### src/common/cornet_defines.svh
// Cornet CPU parameters

`ifndef CORNET_DEFINES_SVH
`define CORNET_DEFINES_SVH

// width of the memory port.
`define CORNET_ADDR_W 16
`define CORNET_DATA_W 8

// the vector is read low byte first, starting at this address.
`define CORNET_RESET_VECTOR 16'hFFFC

// An instruction is at most three bytes long.
`define CORNET_PC_STEP_W 2

`endif

### src/common/cornet_pkg.sv
// Cornet CPU shared types

`include "cornet_defines.svh"

package cornet_pkg;

   typedef logic [`CORNET_ADDR_W-1:0] addr_t;
   typedef logic [`CORNET_DATA_W-1:0] data_t;

   // BE is taken as LDA abs,Y here rather than the usual LDX abs,Y.
   typedef enum logic [7:0] {
      OP_LDY_IMM   = 8'hA0,
      OP_LDX_IMM   = 8'hA2,
      OP_LDA_IMM   = 8'hA9,
      OP_LDA_ZP    = 8'hA5,
      OP_LDA_ABS   = 8'hAD,
      OP_LDA_ABS_X = 8'hBD,
      OP_LDA_ABS_Y = 8'hBE,
      OP_STA_ZP    = 8'h85,
      OP_STA_ABS   = 8'h8D,
      OP_STA_ABS_X = 8'h9D,
      OP_INX       = 8'hE8,
      OP_INY       = 8'hC8,
      OP_CMP_IMM   = 8'hC9,
      OP_CPX_IMM   = 8'hE0,
      OP_CPY_IMM   = 8'hC0,
      OP_BNE       = 8'hD0,
      OP_BEQ       = 8'hF0,
      OP_JMP_ABS   = 8'h4C
   } opcode_e;

   typedef enum logic [4:0] {
      RESET, LDA, LDX, LDY,
      LDA_ZP, LDA_ABS, LDA_ABS_X, LDA_ABS_Y, LDA_ADDR,
      STA_ZP, STA_ABS, STA_ABS_X, STA_ADDR, STA,
      INX, INY, CMP, CPX, CPY,
      JMP, BRANCH, NO_BRANCH, NOP
   } micro_op_e;

   // The low byte doubles as immediate, zero-page address and branch offset.
   typedef union packed {
      addr_t abs;
      struct packed {
         data_t hi;
         data_t lo;
      } bytes;
   } operand_u;

   typedef struct packed {
      logic  rd;
      logic  word;
      logic  wr;
      addr_t addr;
      data_t wr_data;
   } bus_req_s;

   typedef struct packed {
      logic     ack;
      operand_u operand;
   } bus_rsp_s;

   typedef struct packed {
      logic                         valid;
      micro_op_e                    op;
      logic [`CORNET_PC_STEP_W-1:0] step;
   } exec_cmd_s;

   typedef struct packed {
      logic      valid;
      micro_op_e op;
      addr_t     addr;
   } follow_s;

endpackage

### src/logic/fetch_sequencer.sv
// Fetch sequencer

`timescale 1ns/100ps

module fetch_sequencer (
   input  logic                clk,
   input  logic                reset_n,
   output cornet_pkg::addr_t   fetch_addr,
   output logic                fetch_req,
   input  logic                fetch_rsp,
   input  cornet_pkg::data_t   fetch_data,
   input  logic                inst_done,
   input  cornet_pkg::addr_t   pc_next,
   output cornet_pkg::addr_t   pc,
   output logic                reset_start,
   output logic                exec_start,
   output cornet_pkg::opcode_e opcode
);

   typedef enum logic [2:0] {RESET, FETCH, LOAD, EXECUTE, WAIT} state_e;

   state_e state;

   always_ff @(posedge clk)
   begin
      if (!reset_n)
      begin
         state <= RESET;
      end
      else
      begin
         case (state)
            RESET:
               state <= WAIT;
            FETCH:
               state <= LOAD;
            LOAD:
               if (fetch_rsp)
                  state <= EXECUTE;
            EXECUTE:
               state <= WAIT;
            WAIT:
               if (inst_done)
                  state <= FETCH;
            default:
               state <= RESET;
         endcase
      end
   end

   // PC only ever comes from the execute unit, the first time from the vector.
   always_ff @(posedge clk)
   begin
      if (state == WAIT && inst_done)
         pc <= pc_next;
      if (state == LOAD && fetch_rsp)
         opcode <= cornet_pkg::opcode_e'(fetch_data);
   end

   assign fetch_addr  = pc;
   assign fetch_req   = (state == FETCH);
   assign reset_start = (state == RESET);
   assign exec_start  = (state == EXECUTE);

endmodule

### src/logic/inst_decoder.sv
// Instruction decoder

`timescale 1ns/100ps
`include "cornet_defines.svh"

module inst_decoder (
   input  logic                  clk,
   input  logic                  reset_n,
   input  logic                  reset_start,
   input  logic                  exec_start,
   input  cornet_pkg::opcode_e   opcode,
   input  cornet_pkg::addr_t     pc,
   input  logic                  flag_z,
   input  cornet_pkg::follow_s   follow,
   output cornet_pkg::bus_req_s  bus_req,
   output cornet_pkg::exec_cmd_s exec_cmd,
   input  cornet_pkg::data_t     acc
);

   cornet_pkg::micro_op_e        dec_op;
   logic                         dec_rd;
   logic                         dec_word;
   logic [`CORNET_PC_STEP_W-1:0] dec_step;

   always_comb
   begin
      dec_op = cornet_pkg::NOP;
      case (opcode)
         cornet_pkg::OP_LDY_IMM:   dec_op = cornet_pkg::LDY;
         cornet_pkg::OP_LDX_IMM:   dec_op = cornet_pkg::LDX;
         cornet_pkg::OP_LDA_IMM:   dec_op = cornet_pkg::LDA;
         cornet_pkg::OP_LDA_ZP:    dec_op = cornet_pkg::LDA_ZP;
         cornet_pkg::OP_LDA_ABS:   dec_op = cornet_pkg::LDA_ABS;
         cornet_pkg::OP_LDA_ABS_X: dec_op = cornet_pkg::LDA_ABS_X;
         cornet_pkg::OP_LDA_ABS_Y: dec_op = cornet_pkg::LDA_ABS_Y;
         cornet_pkg::OP_STA_ZP:    dec_op = cornet_pkg::STA_ZP;
         cornet_pkg::OP_STA_ABS:   dec_op = cornet_pkg::STA_ABS;
         cornet_pkg::OP_STA_ABS_X: dec_op = cornet_pkg::STA_ABS_X;
         cornet_pkg::OP_INX:       dec_op = cornet_pkg::INX;
         cornet_pkg::OP_INY:       dec_op = cornet_pkg::INY;
         cornet_pkg::OP_CMP_IMM:   dec_op = cornet_pkg::CMP;
         cornet_pkg::OP_CPX_IMM:   dec_op = cornet_pkg::CPX;
         cornet_pkg::OP_CPY_IMM:   dec_op = cornet_pkg::CPY;
         cornet_pkg::OP_BNE:
            dec_op = flag_z ? cornet_pkg::NO_BRANCH : cornet_pkg::BRANCH;
         cornet_pkg::OP_BEQ:
            dec_op = flag_z ? cornet_pkg::BRANCH : cornet_pkg::NO_BRANCH;
         cornet_pkg::OP_JMP_ABS:   dec_op = cornet_pkg::JMP;
         default:                  dec_op = cornet_pkg::NOP;
      endcase
   end

   // operand size follows from the micro-op.
   always_comb
   begin
      dec_rd   = 1'b1;
      dec_word = 1'b0;
      dec_step = 2'd2;
      case (dec_op)
         cornet_pkg::INX, cornet_pkg::INY, cornet_pkg::NOP:
         begin
            dec_rd   = 1'b0;
            dec_step = 2'd1;
         end
         cornet_pkg::NO_BRANCH:
            dec_rd = 1'b0;
         cornet_pkg::LDA_ABS, cornet_pkg::LDA_ABS_X, cornet_pkg::LDA_ABS_Y,
         cornet_pkg::STA_ABS, cornet_pkg::STA_ABS_X, cornet_pkg::JMP:
         begin
            dec_word = 1'b1;
            dec_step = 2'd3;
         end
         default:
            dec_step = 2'd2;
      endcase
   end

   always_ff @(posedge clk)
   begin
      if (!reset_n)
      begin
         bus_req.rd     <= 1'b0;
         bus_req.wr     <= 1'b0;
         exec_cmd.valid <= 1'b0;
      end
      else
      begin
         bus_req.rd     <= 1'b0;
         bus_req.wr     <= 1'b0;
         exec_cmd.valid <= 1'b0;
         if (reset_start)
         begin
            bus_req.rd   <= 1'b1;
            bus_req.word <= 1'b1;
            bus_req.addr <= `CORNET_RESET_VECTOR;
            exec_cmd     <= '{1'b1, cornet_pkg::RESET, '0};
         end
         else if (exec_start)
         begin
            bus_req.rd   <= dec_rd;
            bus_req.word <= dec_word;
            bus_req.addr <= pc + 1'b1;
            exec_cmd     <= '{1'b1, dec_op, dec_step};
         end
         else if (follow.valid)
         begin
            // The step of the first command stays in place for the second access.
            bus_req.addr   <= follow.addr;
            exec_cmd.valid <= 1'b1;
            if (follow.op == cornet_pkg::STA_ADDR)
            begin
               bus_req.wr      <= 1'b1;
               bus_req.wr_data <= acc;
               exec_cmd.op     <= cornet_pkg::STA;
            end
            else
            begin
               bus_req.rd   <= 1'b1;
               bus_req.word <= 1'b0;
               exec_cmd.op  <= cornet_pkg::LDA;
            end
         end
      end
   end

endmodule

### src/logic/bus_unit.sv
// Memory bus unit

`timescale 1ns/100ps

module bus_unit (
   input  logic                 clk,
   input  logic                 reset_n,
   input  cornet_pkg::addr_t    fetch_addr,
   input  logic                 fetch_req,
   output logic                 fetch_rsp,
   output cornet_pkg::data_t    fetch_data,
   input  cornet_pkg::bus_req_s bus_req,
   output cornet_pkg::bus_rsp_s bus_rsp,
   output cornet_pkg::addr_t    addr,
   output logic                 rd_req,
   input  cornet_pkg::data_t    rd_data,
   input  logic                 ready,
   output logic                 wr_en,
   output cornet_pkg::data_t    wr_data
);

   typedef enum logic [2:0] {IDLE, FETCH, BYTE, WORD_L, WORD_H} state_e;

   state_e state;
   logic   rd_done;

   // ready only counts once the request pulse is gone.
   assign rd_done = ready && !rd_req;

   always_ff @(posedge clk)
   begin
      if (!reset_n)
      begin
         state       <= IDLE;
         rd_req      <= 1'b0;
         wr_en       <= 1'b0;
         fetch_rsp   <= 1'b0;
         bus_rsp.ack <= 1'b0;
      end
      else
      begin
         rd_req      <= 1'b0;
         wr_en       <= 1'b0;
         fetch_rsp   <= 1'b0;
         bus_rsp.ack <= 1'b0;
         case (state)
            IDLE:
            begin
               if (fetch_req)
               begin
                  addr   <= fetch_addr;
                  rd_req <= 1'b1;
                  state  <= FETCH;
               end
               else if (bus_req.rd)
               begin
                  addr   <= bus_req.addr;
                  rd_req <= 1'b1;
                  state  <= bus_req.word ? WORD_L : BYTE;
               end
               else if (bus_req.wr)
               begin
                  addr    <= bus_req.addr;
                  wr_data <= bus_req.wr_data;
                  wr_en   <= 1'b1;
               end
            end
            FETCH:
               if (rd_done)
               begin
                  fetch_data <= rd_data;
                  fetch_rsp  <= 1'b1;
                  state      <= IDLE;
               end
            BYTE:
               if (rd_done)
               begin
                  bus_rsp.operand.bytes.hi <= '0;
                  bus_rsp.operand.bytes.lo <= rd_data;
                  bus_rsp.ack              <= 1'b1;
                  state                    <= IDLE;
               end
            WORD_L:
               if (rd_done)
               begin
                  bus_rsp.operand.bytes.lo <= rd_data;
                  addr                     <= addr + 1'b1;
                  rd_req                   <= 1'b1;
                  state                    <= WORD_H;
               end
            WORD_H:
               if (rd_done)
               begin
                  bus_rsp.operand.bytes.hi <= rd_data;
                  bus_rsp.ack              <= 1'b1;
                  state                    <= IDLE;
               end
            default:
               state <= IDLE;
         endcase
      end
   end

endmodule

### src/logic/exec_unit.sv
// Execute unit

`timescale 1ns/100ps

module exec_unit (
   input  logic                  clk,
   input  logic                  reset_n,
   input  cornet_pkg::exec_cmd_s exec_cmd,
   input  cornet_pkg::bus_rsp_s  bus_rsp,
   input  cornet_pkg::addr_t     pc,
   output cornet_pkg::follow_s   follow,
   output cornet_pkg::data_t     acc,
   output logic                  flag_z,
   output logic                  inst_done,
   output cornet_pkg::addr_t     pc_next
);

   cornet_pkg::data_t reg_x;
   cornet_pkg::data_t reg_y;
   cornet_pkg::data_t operand_byte;
   cornet_pkg::data_t index;
   cornet_pkg::addr_t pc_step;
   cornet_pkg::addr_t base_addr;
   cornet_pkg::addr_t eff_addr;
   logic              is_store;

   // The decoder holds the command fields until its next command.
   assign operand_byte = bus_rsp.operand.bytes.lo;
   assign pc_step      = pc + cornet_pkg::addr_t'(exec_cmd.step);

   always_comb
   begin
      base_addr = bus_rsp.operand.abs;
      index     = '0;
      is_store  = 1'b0;
      case (exec_cmd.op)
         cornet_pkg::LDA_ZP:
            base_addr = cornet_pkg::addr_t'(operand_byte);
         cornet_pkg::LDA_ABS_X:
            index = reg_x;
         cornet_pkg::LDA_ABS_Y:
            index = reg_y;
         cornet_pkg::STA_ZP:
         begin
            base_addr = cornet_pkg::addr_t'(operand_byte);
            is_store  = 1'b1;
         end
         cornet_pkg::STA_ABS:
            is_store = 1'b1;
         cornet_pkg::STA_ABS_X:
         begin
            index    = reg_x;
            is_store = 1'b1;
         end
         default:
            index = '0;
      endcase
   end

   // the index is added in 16 bits so that it carries into the high byte.
   assign eff_addr = base_addr + cornet_pkg::addr_t'(index);

   always_ff @(posedge clk)
   begin
      if (!reset_n)
      begin
         inst_done    <= 1'b0;
         follow.valid <= 1'b0;
         flag_z       <= 1'b0;
      end
      else
      begin
         inst_done    <= 1'b0;
         follow.valid <= 1'b0;
         pc_next      <= pc_step;
         if (exec_cmd.valid)
         begin
            case (exec_cmd.op)
               cornet_pkg::INX:
               begin
                  reg_x     <= reg_x + 1'b1;
                  flag_z    <= (reg_x == '1);
                  inst_done <= 1'b1;
               end
               cornet_pkg::INY:
               begin
                  reg_y     <= reg_y + 1'b1;
                  flag_z    <= (reg_y == '1);
                  inst_done <= 1'b1;
               end
               cornet_pkg::STA, cornet_pkg::NO_BRANCH, cornet_pkg::NOP:
                  inst_done <= 1'b1;
               default:
                  inst_done <= 1'b0;
            endcase
         end
         if (bus_rsp.ack)
         begin
            case (exec_cmd.op)
               cornet_pkg::RESET:
               begin
                  acc       <= '0;
                  reg_x     <= '0;
                  pc_next   <= bus_rsp.operand.abs;
                  inst_done <= 1'b1;
               end
               cornet_pkg::LDA:
               begin
                  acc       <= operand_byte;
                  flag_z    <= (operand_byte == '0);
                  inst_done <= 1'b1;
               end
               cornet_pkg::LDX:
               begin
                  reg_x     <= operand_byte;
                  inst_done <= 1'b1;
               end
               cornet_pkg::LDY:
               begin
                  reg_y     <= operand_byte;
                  inst_done <= 1'b1;
               end
               cornet_pkg::CMP:
               begin
                  flag_z    <= (acc == operand_byte);
                  inst_done <= 1'b1;
               end
               cornet_pkg::CPX:
               begin
                  flag_z    <= (reg_x == operand_byte);
                  inst_done <= 1'b1;
               end
               cornet_pkg::CPY:
               begin
                  flag_z    <= (reg_y == operand_byte);
                  inst_done <= 1'b1;
               end
               cornet_pkg::JMP:
               begin
                  pc_next   <= bus_rsp.operand.abs;
                  inst_done <= 1'b1;
               end
               cornet_pkg::BRANCH:
               begin
                  pc_next   <= pc_step + cornet_pkg::addr_t'($signed(operand_byte));
                  inst_done <= 1'b1;
               end
               cornet_pkg::LDA_ZP, cornet_pkg::LDA_ABS, cornet_pkg::LDA_ABS_X,
               cornet_pkg::LDA_ABS_Y, cornet_pkg::STA_ZP, cornet_pkg::STA_ABS,
               cornet_pkg::STA_ABS_X:
               begin
                  follow.valid <= 1'b1;
                  follow.op    <= is_store ? cornet_pkg::STA_ADDR : cornet_pkg::LDA_ADDR;
                  follow.addr  <= eff_addr;
               end
               default:
                  inst_done <= 1'b0;
            endcase
         end
      end
   end

endmodule

### src/logic/cornet_cpu.sv
// Cornet test CPU

`timescale 1ns/100ps

module cornet_cpu (
   input  logic              clk,
   input  logic              reset_n,
   output cornet_pkg::addr_t addr,
   input  cornet_pkg::data_t rd_data,
   output cornet_pkg::data_t wr_data,
   output logic              wr_en,
   output logic              rd_req,
   input  logic              ready
);

   cornet_pkg::addr_t     fetch_addr;
   logic                  fetch_req;
   logic                  fetch_rsp;
   cornet_pkg::data_t     fetch_data;
   logic                  inst_done;
   cornet_pkg::addr_t     pc_next;
   cornet_pkg::addr_t     pc;
   logic                  reset_start;
   logic                  exec_start;
   cornet_pkg::opcode_e   opcode;
   logic                  flag_z;
   cornet_pkg::follow_s   follow;
   cornet_pkg::bus_req_s  bus_req;
   cornet_pkg::bus_rsp_s  bus_rsp;
   cornet_pkg::exec_cmd_s exec_cmd;
   cornet_pkg::data_t     acc;

   fetch_sequencer u_fetch_sequencer (
      .clk         (clk),
      .reset_n     (reset_n),
      .fetch_addr  (fetch_addr),
      .fetch_req   (fetch_req),
      .fetch_rsp   (fetch_rsp),
      .fetch_data  (fetch_data),
      .inst_done   (inst_done),
      .pc_next     (pc_next),
      .pc          (pc),
      .reset_start (reset_start),
      .exec_start  (exec_start),
      .opcode      (opcode)
   );

   inst_decoder u_inst_decoder (
      .clk         (clk),
      .reset_n     (reset_n),
      .reset_start (reset_start),
      .exec_start  (exec_start),
      .opcode      (opcode),
      .pc          (pc),
      .flag_z      (flag_z),
      .follow      (follow),
      .bus_req     (bus_req),
      .exec_cmd    (exec_cmd),
      .acc         (acc)
   );

   bus_unit u_bus_unit (
      .clk        (clk),
      .reset_n    (reset_n),
      .fetch_addr (fetch_addr),
      .fetch_req  (fetch_req),
      .fetch_rsp  (fetch_rsp),
      .fetch_data (fetch_data),
      .bus_req    (bus_req),
      .bus_rsp    (bus_rsp),
      .addr       (addr),
      .rd_req     (rd_req),
      .rd_data    (rd_data),
      .ready      (ready),
      .wr_en      (wr_en),
      .wr_data    (wr_data)
   );

   exec_unit u_exec_unit (
      .clk       (clk),
      .reset_n   (reset_n),
      .exec_cmd  (exec_cmd),
      .bus_rsp   (bus_rsp),
      .pc        (pc),
      .follow    (follow),
      .acc       (acc),
      .flag_z    (flag_z),
      .inst_done (inst_done),
      .pc_next   (pc_next)
   );

endmodule

### config.mk
export PLATFORM = sky130hd
export DESIGN_NAME = cornet_cpu
export DESIGN_NICKNAME = d
export VERILOG_FILES = /design/src/common/cornet_pkg.sv /design/src/logic/fetch_sequencer.sv /design/src/logic/inst_decoder.sv /design/src/logic/bus_unit.sv /design/src/logic/exec_unit.sv /design/src/logic/cornet_cpu.sv
export VERILOG_INCLUDE_DIRS = /design/src /design/src/common
export SDC_FILE = /design/constraint.sdc
export NUM_CORES = 1
export LEC_CHECK = 0
export BUFFER_PORTS_ARGS = -buffer_cell sky130_fd_sc_hd__buf_2
export CAP_MARGIN = 20
export CORE_MARGIN = 10
export CORE_UTILIZATION = 55
export CTS_CLUSTER_DIAMETER = 50
export DETAILED_ROUTE_END_ITERATION = 8
export GPL_TIMING_DRIVEN = 0
export PLACE_DENSITY_LB_ADDON = 0.3
export SLEW_MARGIN = 20
export SYNTH_ARGS = -nofsm -noshare
export SYNTH_HDL_FRONTEND = slang
export SYNTH_SLANG_ARGS = --single-unit
### constraint.sdc
create_clock -name clk -period 4.28 [get_ports clk]
set_input_delay 0.428 -clock clk [delete_from_list [all_inputs] [get_ports clk]]
set_output_delay 0.428 -clock clk [all_outputs]
set_load 0.005 [all_outputs]
* Word-level counts from Yosys, hierarchy flattened
Index checks and enable logic that the tools add are counted.
Storage, ports and cells: bits in registers 181, input bits 11, output and inout bits 26
Operators by class: add/subtract/negate cells 7, eq/ne operators 71, multiplexer cells 66, bitwise logic cells 7, reductions and logical operators 43
Operators by type and width (number):
- equality test 8 bit, second input constant | 19
- two-way mux 16 bit | 7
- case mux 5 bit (18 select lines) | 1
- two-way mux 8 bit | 10
- case mux 16 bit (2 select lines) | 2
- case mux 8 bit (2 select lines) | 4
- equality test 5 x 4 -> 1 bit, second input constant | 11
- equality test 5 bit, second input constant | 10
- equality test 5 x 3 -> 1 bit, second input constant | 7
- adder 16 x 1 -> 16 bit, second input constant | 2
- two-way mux 27 bit | 1
- equality test 8 bit | 3
- two-way mux 22 bit | 1
- two-way mux 3 bit | 7
- case mux 9 bit (2 select lines) | 1
- two-way mux 17 bit | 1
- adder 16 bit | 1
- adder 16 x 2 -> 16 bit | 1
- adder 16 x 8 -> 16 bit | 1
- adder 8 x 1 -> 8 bit, second input constant | 2
- two-way mux 1 bit | 16
- AND reduction 3 bit | 5
- equality test 3 x 2 -> 1 bit, second input constant | 4
- two-way mux 6 bit | 2
- other kinds (34) | 75

* Logic depth before layout (Yosys ltp)
Gate-level depths: netlist of run 1.
word-level depth 7, gate-level depth with buffers 15

* Hierarchy
Synthesis of run 1 repeated with hierarchy kept, for this count alone.
Second synthesis, totals: cells, all modules 1018, area, all modules 10523.8 µm²
Modules (own cells, without submodules):
- exec_unit | instances 1, cells an instance 552, area an instance 4917.2 µm²
- bus_unit | instances 1, cells an instance 201, area an instance 2553.7 µm²
- inst_decoder | instances 1, cells an instance 208, area an instance 2060.7 µm²
- fetch_sequencer | instances 1, cells an instance 57, area an instance 992.2 µm²

* Worst setup path after synthesis of run 1
Ideal clock, no wire load.
path kind register to register, start point register u_inst_decoder.exec_cmd[3] (netlist name), end point register u_exec_unit.follow[15] (netlist name), library setup time 260 ps, data arrival time 3477 ps, slack 543 ps, cell stages (with the launch flop) 15, buffers on the path 3, clock period less this slack 3737 ps, cell sequence edfxtp_1 -> buf_2 -> buf_2 -> buf_1 -> nor3b_1 -> a22oi_1 -> inv_1 -> ha_1 -> a21o_1 -> a21oi_1 -> o21ai_0 -> a211oi_1 -> o41ai_2 -> nand4_1 -> mux2_2
On the way: cells in the longest elaborated chain, start to end 4, elaborated cells between the ends (all ways) 10
Ends and longest elaborated chain:
- equality test 5 x 3 -> 1 bit / equality test 5 x 4 -> 1 bit (equally long branches) | line exec_unit.sv:36 | case (exec_cmd.op)
- OR reduction 2 bit (no line)
- case mux 8 bit (2 select lines) / two-way mux 16 bit (equally long branches) | line exec_unit.sv:36
- adder 16 x 8 -> 16 bit * | line exec_unit.sv:61 | assign eff_addr = base_addr + cornet_pkg::addr_t'(index);
- named net u_exec_unit.eff_addr[15] | line exec_unit.sv:24 | cornet_pkg::addr_t eff_addr;
Mark *: on every way through the listed nets, which the timed path passes. The rest lies on a longest branch. A chain may end at the register's enable or synchronous reset.

* Worst setup path after layout of run 1
start point register u_inst_decoder.exec_cmd[2] (netlist name), end point register u_exec_unit.follow[15] (netlist name)
On the way: cells in the longest elaborated chain, start to end 4, elaborated cells between the ends (all ways) 10
Ends and longest elaborated chain (line):
- equality test 5 x 3 -> 1 bit / equality test 5 x 4 -> 1 bit (equally long branches) | exec_unit.sv:36
- OR reduction 2 bit (no line)
- case mux 8 bit (2 select lines) / two-way mux 16 bit (equally long branches) | exec_unit.sv:36
- adder 16 x 8 -> 16 bit * | exec_unit.sv:61
- named net u_exec_unit.eff_addr[15] | exec_unit.sv:24
Marked as above.

==> flow_metrics.py, run 1 <==
metrics = {
    "run_status": {
        "outcome": "completed",
    },
    "floorplan": {
        "die_h_um": 156.2,
        "die_area_um2": 24410,
        "std_cell_rows": 49,
        "start_util": 0.5644,
        "fp.dieW_um": 156.2,
        "io_pins": 37,
        "core_um2": 18090,
    },
    "timing": {
        "hold_slack_ns": 0.1913,
        "fmax_ghz": 0.2476,
        "finalHoldViolCount": 0,
        "post-route-period-util": 0.9435,
        "fin_crit_ns": 4.038,
        "slew-limit-headroom": 0.3831,
        "setup_violations": 0,
        "finClkSkew_ns": 0.01132,
        "rsz0062_at_grt": "false",
        "worst_slew_pin_slew_ns": 0.9253,
        "drv_slew": 0,
        "final.setup.tns_ns": 0,
    },
    "grt": {
        "grt_pass1_vias": 7331,
        "grt_pass1_wl_um": 38950,
        "overflow": 0,
        "grt_max_degree": 35,
        "busiest_layer": "met2",
        "antenna_found_initial": 0,
        "grtUsageMet2": 0.3305,
        "met1_usage": 0.2626,
        "grtUsageMet3": 0.03427,
        "grt_use_total": 0.2010,
    },
    "synthesis": {
        "ys_async_sr_fraction": 0,
        "syn_avg_cell_area_um2": 10.39,
        "synth_top_family_by_area": "simple AND/OR/NAND/NOR gates",
        "syn_nets": 1028,
        "yosys-top-cells-area": "edfxtp_1, xnor2_1, ha_1",
        "synth_cell_types": 70,
        "ys_seq_elements": 177,
        "synth_simple_gate_area_frac": 0.1673,
        "synth_top_area_frac": 0.4736,
        "yosysSeqAreaShare": 0.5050,
        "yosys.area_share.adder": 0.04511,
        "ys_warn_count": 0,
        "netlist_area_um2": 10210,
        "muxShareOfSynthArea": 0.02010,
        "synth-xor-area-share": 0.07808,
        "synth_compound_area_frac": 0.1506,
        "netlist_instances": 982,
        "synth-edff-count": 161,
        "yosys.area.top_type": "edfxtp_1",
        "ys.flop_type": "edfxtp_1",
    },
    "worst_setup_path": {
        "cp.arrival_ns": 4.22,
        "cp-start-kind": "flop",
        "cp_cell_sequence": "clkbuf_2, and2_1, and3_1, clkbuf_1, a22oi_1, inv_1, ha_1, a21o_1, a21oi_1, o21ai_0, a211oi_1, o41ai_4, nand4_1, mux2_2",
        "crit_fanout": 10,
        "critical_path_class": "flop to flop",
        "cp-end-kind": "flop",
        "critPathRequiredTime_ns": 4.46,
        "critical-path-top-delay-family": "compound AO/OA/AOI/OAI gates",
        "cp.depth": 14,
        "slowest_stage": "edfxtp_1",
        "cp_slowest_stage_delay_ns": 0.51,
        "cp_num_buf_inv": 3,
        "reg2reg_depth": 14,
    },
    "placed_design": {
        "io_buffer_count": 36,
        "place_hpwl_um": 17860,
        "globalplace.congestion": 0.9075,
    },
    "route": {
        "wirelength_um": 24570,
        "viasPerCell": 6.102,
        "drc": 0,
        "ant_nets": 0,
        "wl_per_cell_um": 19.20,
        "via_count": 7810,
        "drt-initial-drc-count": 711,
        "drtPass1Iterations": 5,
    },
    "layout": {
        "multi_input_area_um2": 4757,
        "finalNetCount": 1084,
        "n_fill_cell": 1446,
        "ff_latch_area_um2": 5155,
        "final_layout_size_suffix_gt1_frac": 0.09515,
        "insertedDiodeCount": 0,
        "area_growth_pct": 10.71,
    },
    "job": {
        "drv_cap": 0,
    },
    "hold_path": {
        "hold_depth": 1,
        "min_path_type": "primary input to flop",
    },
    "cts": {
        "cts_resized": 3,
        "clk_pin_slew_ns": 0.07,
        "cts_sinks": 177,
        "worstSkewPairLatency_ns": 0.44,
        "cts_tree": "built",
        "cts_hold_buf": 0,
        "post-cts-setup-buffers": 0,
        "htreeDepth": 4,
        "root_buffer": "clkbuf_16",
        "numCtsBuffers": 17,
        "clockBufferDepth": 2,
    },
    "power": {
        "powerDensity_nw_per_um2": 363.1,
        "leakagePower_uw": 0.004007,
        "peakVddDrop_uv": 401.4,
    },
}
## routing by layer
layer  share of wire  vias up
li1                -     3751
met1            0.43     3716
met2            0.47      289
met3           0.068       54
met4           0.025        0
met5               0        -
## layout make-up
class	instances	share of cell area
buffer	57	0.02137
clock buffer	19	0.03831
clock inverter	13	0.01151
inverter	27	0.008968
multi-input combinational	720	0.4209
sequential	177	0.4562
tap	229	0.02535
timing repair buffer	38	0.01738
## synthesized netlist by cell type (5+ instances only)
master    instances
nand2_1          54
inv_1            27
xnor2_1          56
buf_2             7
nand2b_1         18
and2_1           30
xor2_1           35
nor2b_1          13
nor3b_1           7
and3_1           15
edfxtp_1        161
o22ai_1           5
dfxtp_1          16
o21a_1            8
clkbuf_1         44
mux2i_1          16
nor2_1           92
a311oi_1          5
a211oi_1          6
a21oi_1          66
nand4_1          16
o21ai_0          58
nor3_1           30
a22o_1            7
a22oi_1          14
ha_1             32
or3_1            10
nand3_1          27
a31oi_1          25
## worst paths after layout
path | from | slack, ns | end
worst max register to register | u_inst_decoder.exec_cmd[2]$_SDFFCE_PP0P_ | 0.24 | u_exec_unit.follow[15]$_DFFE_PP_
worst min register to register | u_exec_unit.pc_next[3]$_DFFE_PP_ | 0.42 | u_fetch_sequencer.fetch_addr[3]$_DFFE_PP_
worst max-delay path | u_inst_decoder.exec_cmd[2]$_SDFFCE_PP0P_ | 0.24 | u_exec_unit.follow[15]$_DFFE_PP_
worst min-delay path | rd_data[6] | 0.19 | u_bus_unit.fetch_data[6]$_DFFE_PP_
## power by group
part	leakage, uW	total, uW	switching [uW]	internal [uW]
Sequential	0.00163	2090	92.2	2000
Combinational	0.00211	505	307	198
Clock	0.000268	1510	694	813
Total	0.00401	4100	1090	3010
## stage by stage
stage	instance area, um^2	cells	power (uW)	util	setup WS, ns
after detailed placement	10710	1249	2618	0.5920	-0.3457
final	11300	1280	4103	0.6248	0.2417
after global placement	10670	1247	2600	0.5902	-0.2253
after CTS	11290	1281	4107	0.6244	0.04330
after global routing	11300	1280	4253	0.6248	0.01981
after floorplan	10210	982	2447	-	0.5429
## sequential cells by signal, summed over array words and instances (netlist names), 8 cells and up
register	cells
u_inst_decoder.bus_req	27
u_exec_unit.follow	18
u_bus_unit.bus_rsp	17
u_bus_unit.addr	16
u_exec_unit.pc_next	16
u_fetch_sequencer.fetch_addr	16
u_bus_unit.fetch_data	8
u_bus_unit.wr_data	8
u_exec_unit.acc	8
u_exec_unit.reg_x	8
u_exec_unit.reg_y	8
u_fetch_sequencer.opcode	8
u_inst_decoder.exec_cmd	8
## worst register-to-register path, stage by stage, from the launching register on
cell and delay [ns]:
edfxtp_1 0.51, clkbuf_2 0.25, and2_1 0.22, and3_1 0.17, clkbuf_1 0.19, a22oi_1 0.36
inv_1 0.08, ha_1 0.29, a21o_1 0.18, a21oi_1 0.22, o21ai_0 0.15, a211oi_1 0.50
o41ai_4 0.21, nand4_1 0.14, mux2_2 0.35
## cells by family (layout without fill, tap and decap cells)
family          Yosys count  in the layout
xor+xnor                 91             91
simple gates            334            334
buf+inv                  85            154
mux                      20             20
flops                   177            177
compound gates          240            240
fa+ha+maj                35             35
## cells in the final DEF (no fill, tap or decap), types with 7 or more instances in the layout
master and count:
nand4_1 16, nand3_1 27, a21oi_1 66, or3_1 10, mux2i_1 16, xnor2_1 56, o21ai_0 58, nor3_1 27
clkbuf_16 17, a22o_1 7, nor2b_1 13, a22oi_1 14, edfxtp_1 161, and3_1 15, xor2_1 35, a31oi_1 25
nor2_1 92, dfxtp_1 16, ha_1 32, nand2_1 54, nand2b_1 18, clkbuf_1 44, buf_2 44, and2_1 30
o21a_1 8, inv_1 27
No activity file was read; power rests on OpenSTA's default activity.
==> run 2, diff against run 1 <==
--- a/config.mk
+++ b/config.mk
@@ -13,7 +13,7 @@
 export CTS_CLUSTER_DIAMETER = 50
 export DETAILED_ROUTE_END_ITERATION = 8
 export GPL_TIMING_DRIVEN = 0
-export PLACE_DENSITY_LB_ADDON = 0.3
+export PLACE_DENSITY = 0.72
 export SLEW_MARGIN = 20
 export SYNTH_ARGS = -nofsm -noshare
 export SYNTH_HDL_FRONTEND = slang
==> flow_metrics.py, run 2 (synthesized netlist as in run 1, its figures left out) <==
metrics = {
    "placed_design": {
        "dp_slack_ns": -0.2849,
        "io_buffer_count": 36,
        "place_area_um2": 10710,
        "place_hpwl_um": 17840,
        "globalplace.congestion": 0.9333,
    },
    "layout": {
        "final_cell_mix": "edfxtp_1, nor2_1, a21oi_1",
        "final_layout_size_suffix_gt1_frac": 0.09705,
        "insertedDiodeCount": 0,
        "max_flop_register": "u_inst_decoder.bus_req",
        "top_regs": "u_inst_decoder.bus_req x27, u_exec_unit.follow x18, u_bus_unit.bus_rsp x17",
        "finalNetCount": 1084,
        "multi_input_area_um2": 4762,
        "n_fill_cell": 1477,
        "ff_latch_area_um2": 5155,
        "largest_reg_flops": 27,
        "final_area_um2": 11330,
        "area_growth_pct": 11.02,
        "fin_util": 0.6266,
        "final_common_cell": "edfxtp_1",
    },
    "grt": {
        "grt_pass1_wl_um": 38780,
        "grt_pass1_vias": 7253,
        "overflow": 0,
        "grt_use_total": 0.2009,
        "grt_max_degree": 35,
        "antenna_found_initial": 0,
    },
    "route": {
        "viasPerCell": 6.029,
        "wl_per_cell_um": 18.81,
        "drc": 0,
        "drt-initial-drc-count": 707,
        "wirelength_um": 24070,
        "drtPass1Iterations": 5,
        "via_count": 7717,
        "ant_nets": 0,
    },
    "power": {
        "sw_frac_of_total": 0.2726,
        "fin_total_pwr_uw": 4168,
        "pwr-share-seq": 0.502,
        "leakagePower_uw": 0.004029,
        "switchingPower_uw": 1136,
        "power_frac_clock": 0.378,
        "powerDensity_nw_per_um2": 367.8,
        "combPwrFrac": 0.120,
        "internal_power_uw": 3031,
        "peakVddDrop_uv": 332.6,
    },
    "worst_setup_path": {
        "cp_slowest_stage_delay_ns": 0.52,
        "critical-path-top-delay-family": "compound AO/OA/AOI/OAI gates",
        "crit_fanout": 10,
        "cp-end-kind": "flop",
        "cp_num_buf_inv": 3,
        "cp-start-kind": "flop",
        "cp.arrival_ns": 4.13,
        "critical_path_class": "flop to flop",
        "slowest_stage": "o41ai_4",
        "cp_cell_sequence": "clkbuf_2, and2_1, and3_1, clkbuf_1, a22oi_1, inv_1, ha_1, a21o_1, a21oi_1, o21ai_0, a211oi_2, o41ai_4, nand4_1, mux2_2",
        "critPathRequiredTime_ns": 4.46,
    },
    "cts": {
        "clk_pin_slew_ns": 0.08,
        "cts_sinks": 177,
        "cts_hold_buf": 0,
        "cts_tree": "built",
        "htreeDepth": 4,
        "clockBufferDepth": 2,
        "worstSkewPairLatency_ns": 0.44,
        "root_buffer": "clkbuf_16",
        "numCtsBuffers": 17,
    },
    "timing": {
        "fin_crit_ns": 3.953,
        "fmax_ghz": 0.2529,
        "hold_slack_ns": 0.1985,
        "setup_violations": 0,
        "finClkSkew_ns": 0.01573,
        "drv_slew": 0,
        "post-route-period-util": 0.9237,
        "slew-limit-headroom": 0.3934,
        "worst_slew_pin_slew_ns": 0.9099,
        "finalHoldViolCount": 0,
        "layout_setup_ws_ns": 0.3266,
        "rsz0062_at_grt": "true",
    },
    "job": {
        "drv_cap": 0,
    },
    "floorplan": {
        "fp.dieW_um": 156.2,
        "io_pins": 37,
        "core_um2": 18090,
        "start_util": 0.5644,
        "die_area_um2": 24410,
        "std_cell_rows": 49,
        "die_h_um": 156.2,
    },
    "hold_path": {
        "min_path_type": "primary input to flop",
    },
    "run_status": {
        "outcome": "completed",
    },
}
run 2: final timing paths:
| check | from | end | slack [ns] | depth (start not counted) |
|---|---|---|---|---|
| worst min-delay path | rd_data[3] | u_bus_unit.fetch_data[3]$_DFFE_PP_ | 0.20 | 1 |
| worst max-delay path | u_inst_decoder.exec_cmd[2]$_SDFFCE_PP0P_ | u_exec_unit.follow[15]$_DFFE_PP_ | 0.33 | 14 |
| worst max register to register | u_inst_decoder.exec_cmd[2]$_SDFFCE_PP0P_ | u_exec_unit.follow[15]$_DFFE_PP_ | 0.33 | 14 |
| worst min register to register | u_exec_unit.pc_next[13]$_DFFE_PP_ | u_fetch_sequencer.fetch_addr[13]$_DFFE_PP_ | 0.42 | 0 |
run 2: per-stage QoR:
stage | cells | TNS (ns)
floorplan | 982 | 0
global placement | 1247 | -0.9319
detailed placement | 1249 | -1.008
CTS | 1281 | 0
global route | 1280 | -0.02119
finish | 1280 | 0
run 2: repair_timing:
item                                    in CTS  in global routing
endpoints found under the setup margin       7                  9
resized for setup                            2                  6
gates cloned                                 0                  0
setup buffers                                0                  0
run 2: per-layer routing:
layer  track usage  wire length [um]  vias to the layer above
li1              -                 -                     3757
met1        0.2700             10910                     3665
met2        0.3225             11290                      257
met3       0.03865              1367                       38
met4       0.06292               500                        0
met5             0                 0                        -
run 2: final cells by class:
type | instances | area share
clock inverters | 15 | 0.01446
inverters | 27 | 0.008943
multi-input cells | 720 | 0.4202
well taps | 229 | 0.02528
clock buffers | 17 | 0.03754
repair buffers | 38 | 0.01733
flip-flops and latches | 177 | 0.4549
plain buffers | 57 | 0.02131
run 2: power by group through the flow:
stage	Combinational, uW	Sequential [uW]	Clock, uW
3_3_place_gp	478	2120	0
5_1_grt	564	2100	1660
3_5_place_dp	489	2130	0
4_1_cts	496	2090	1590
2_1_floorplan	349	2100	0
6_report	501	2090	1580
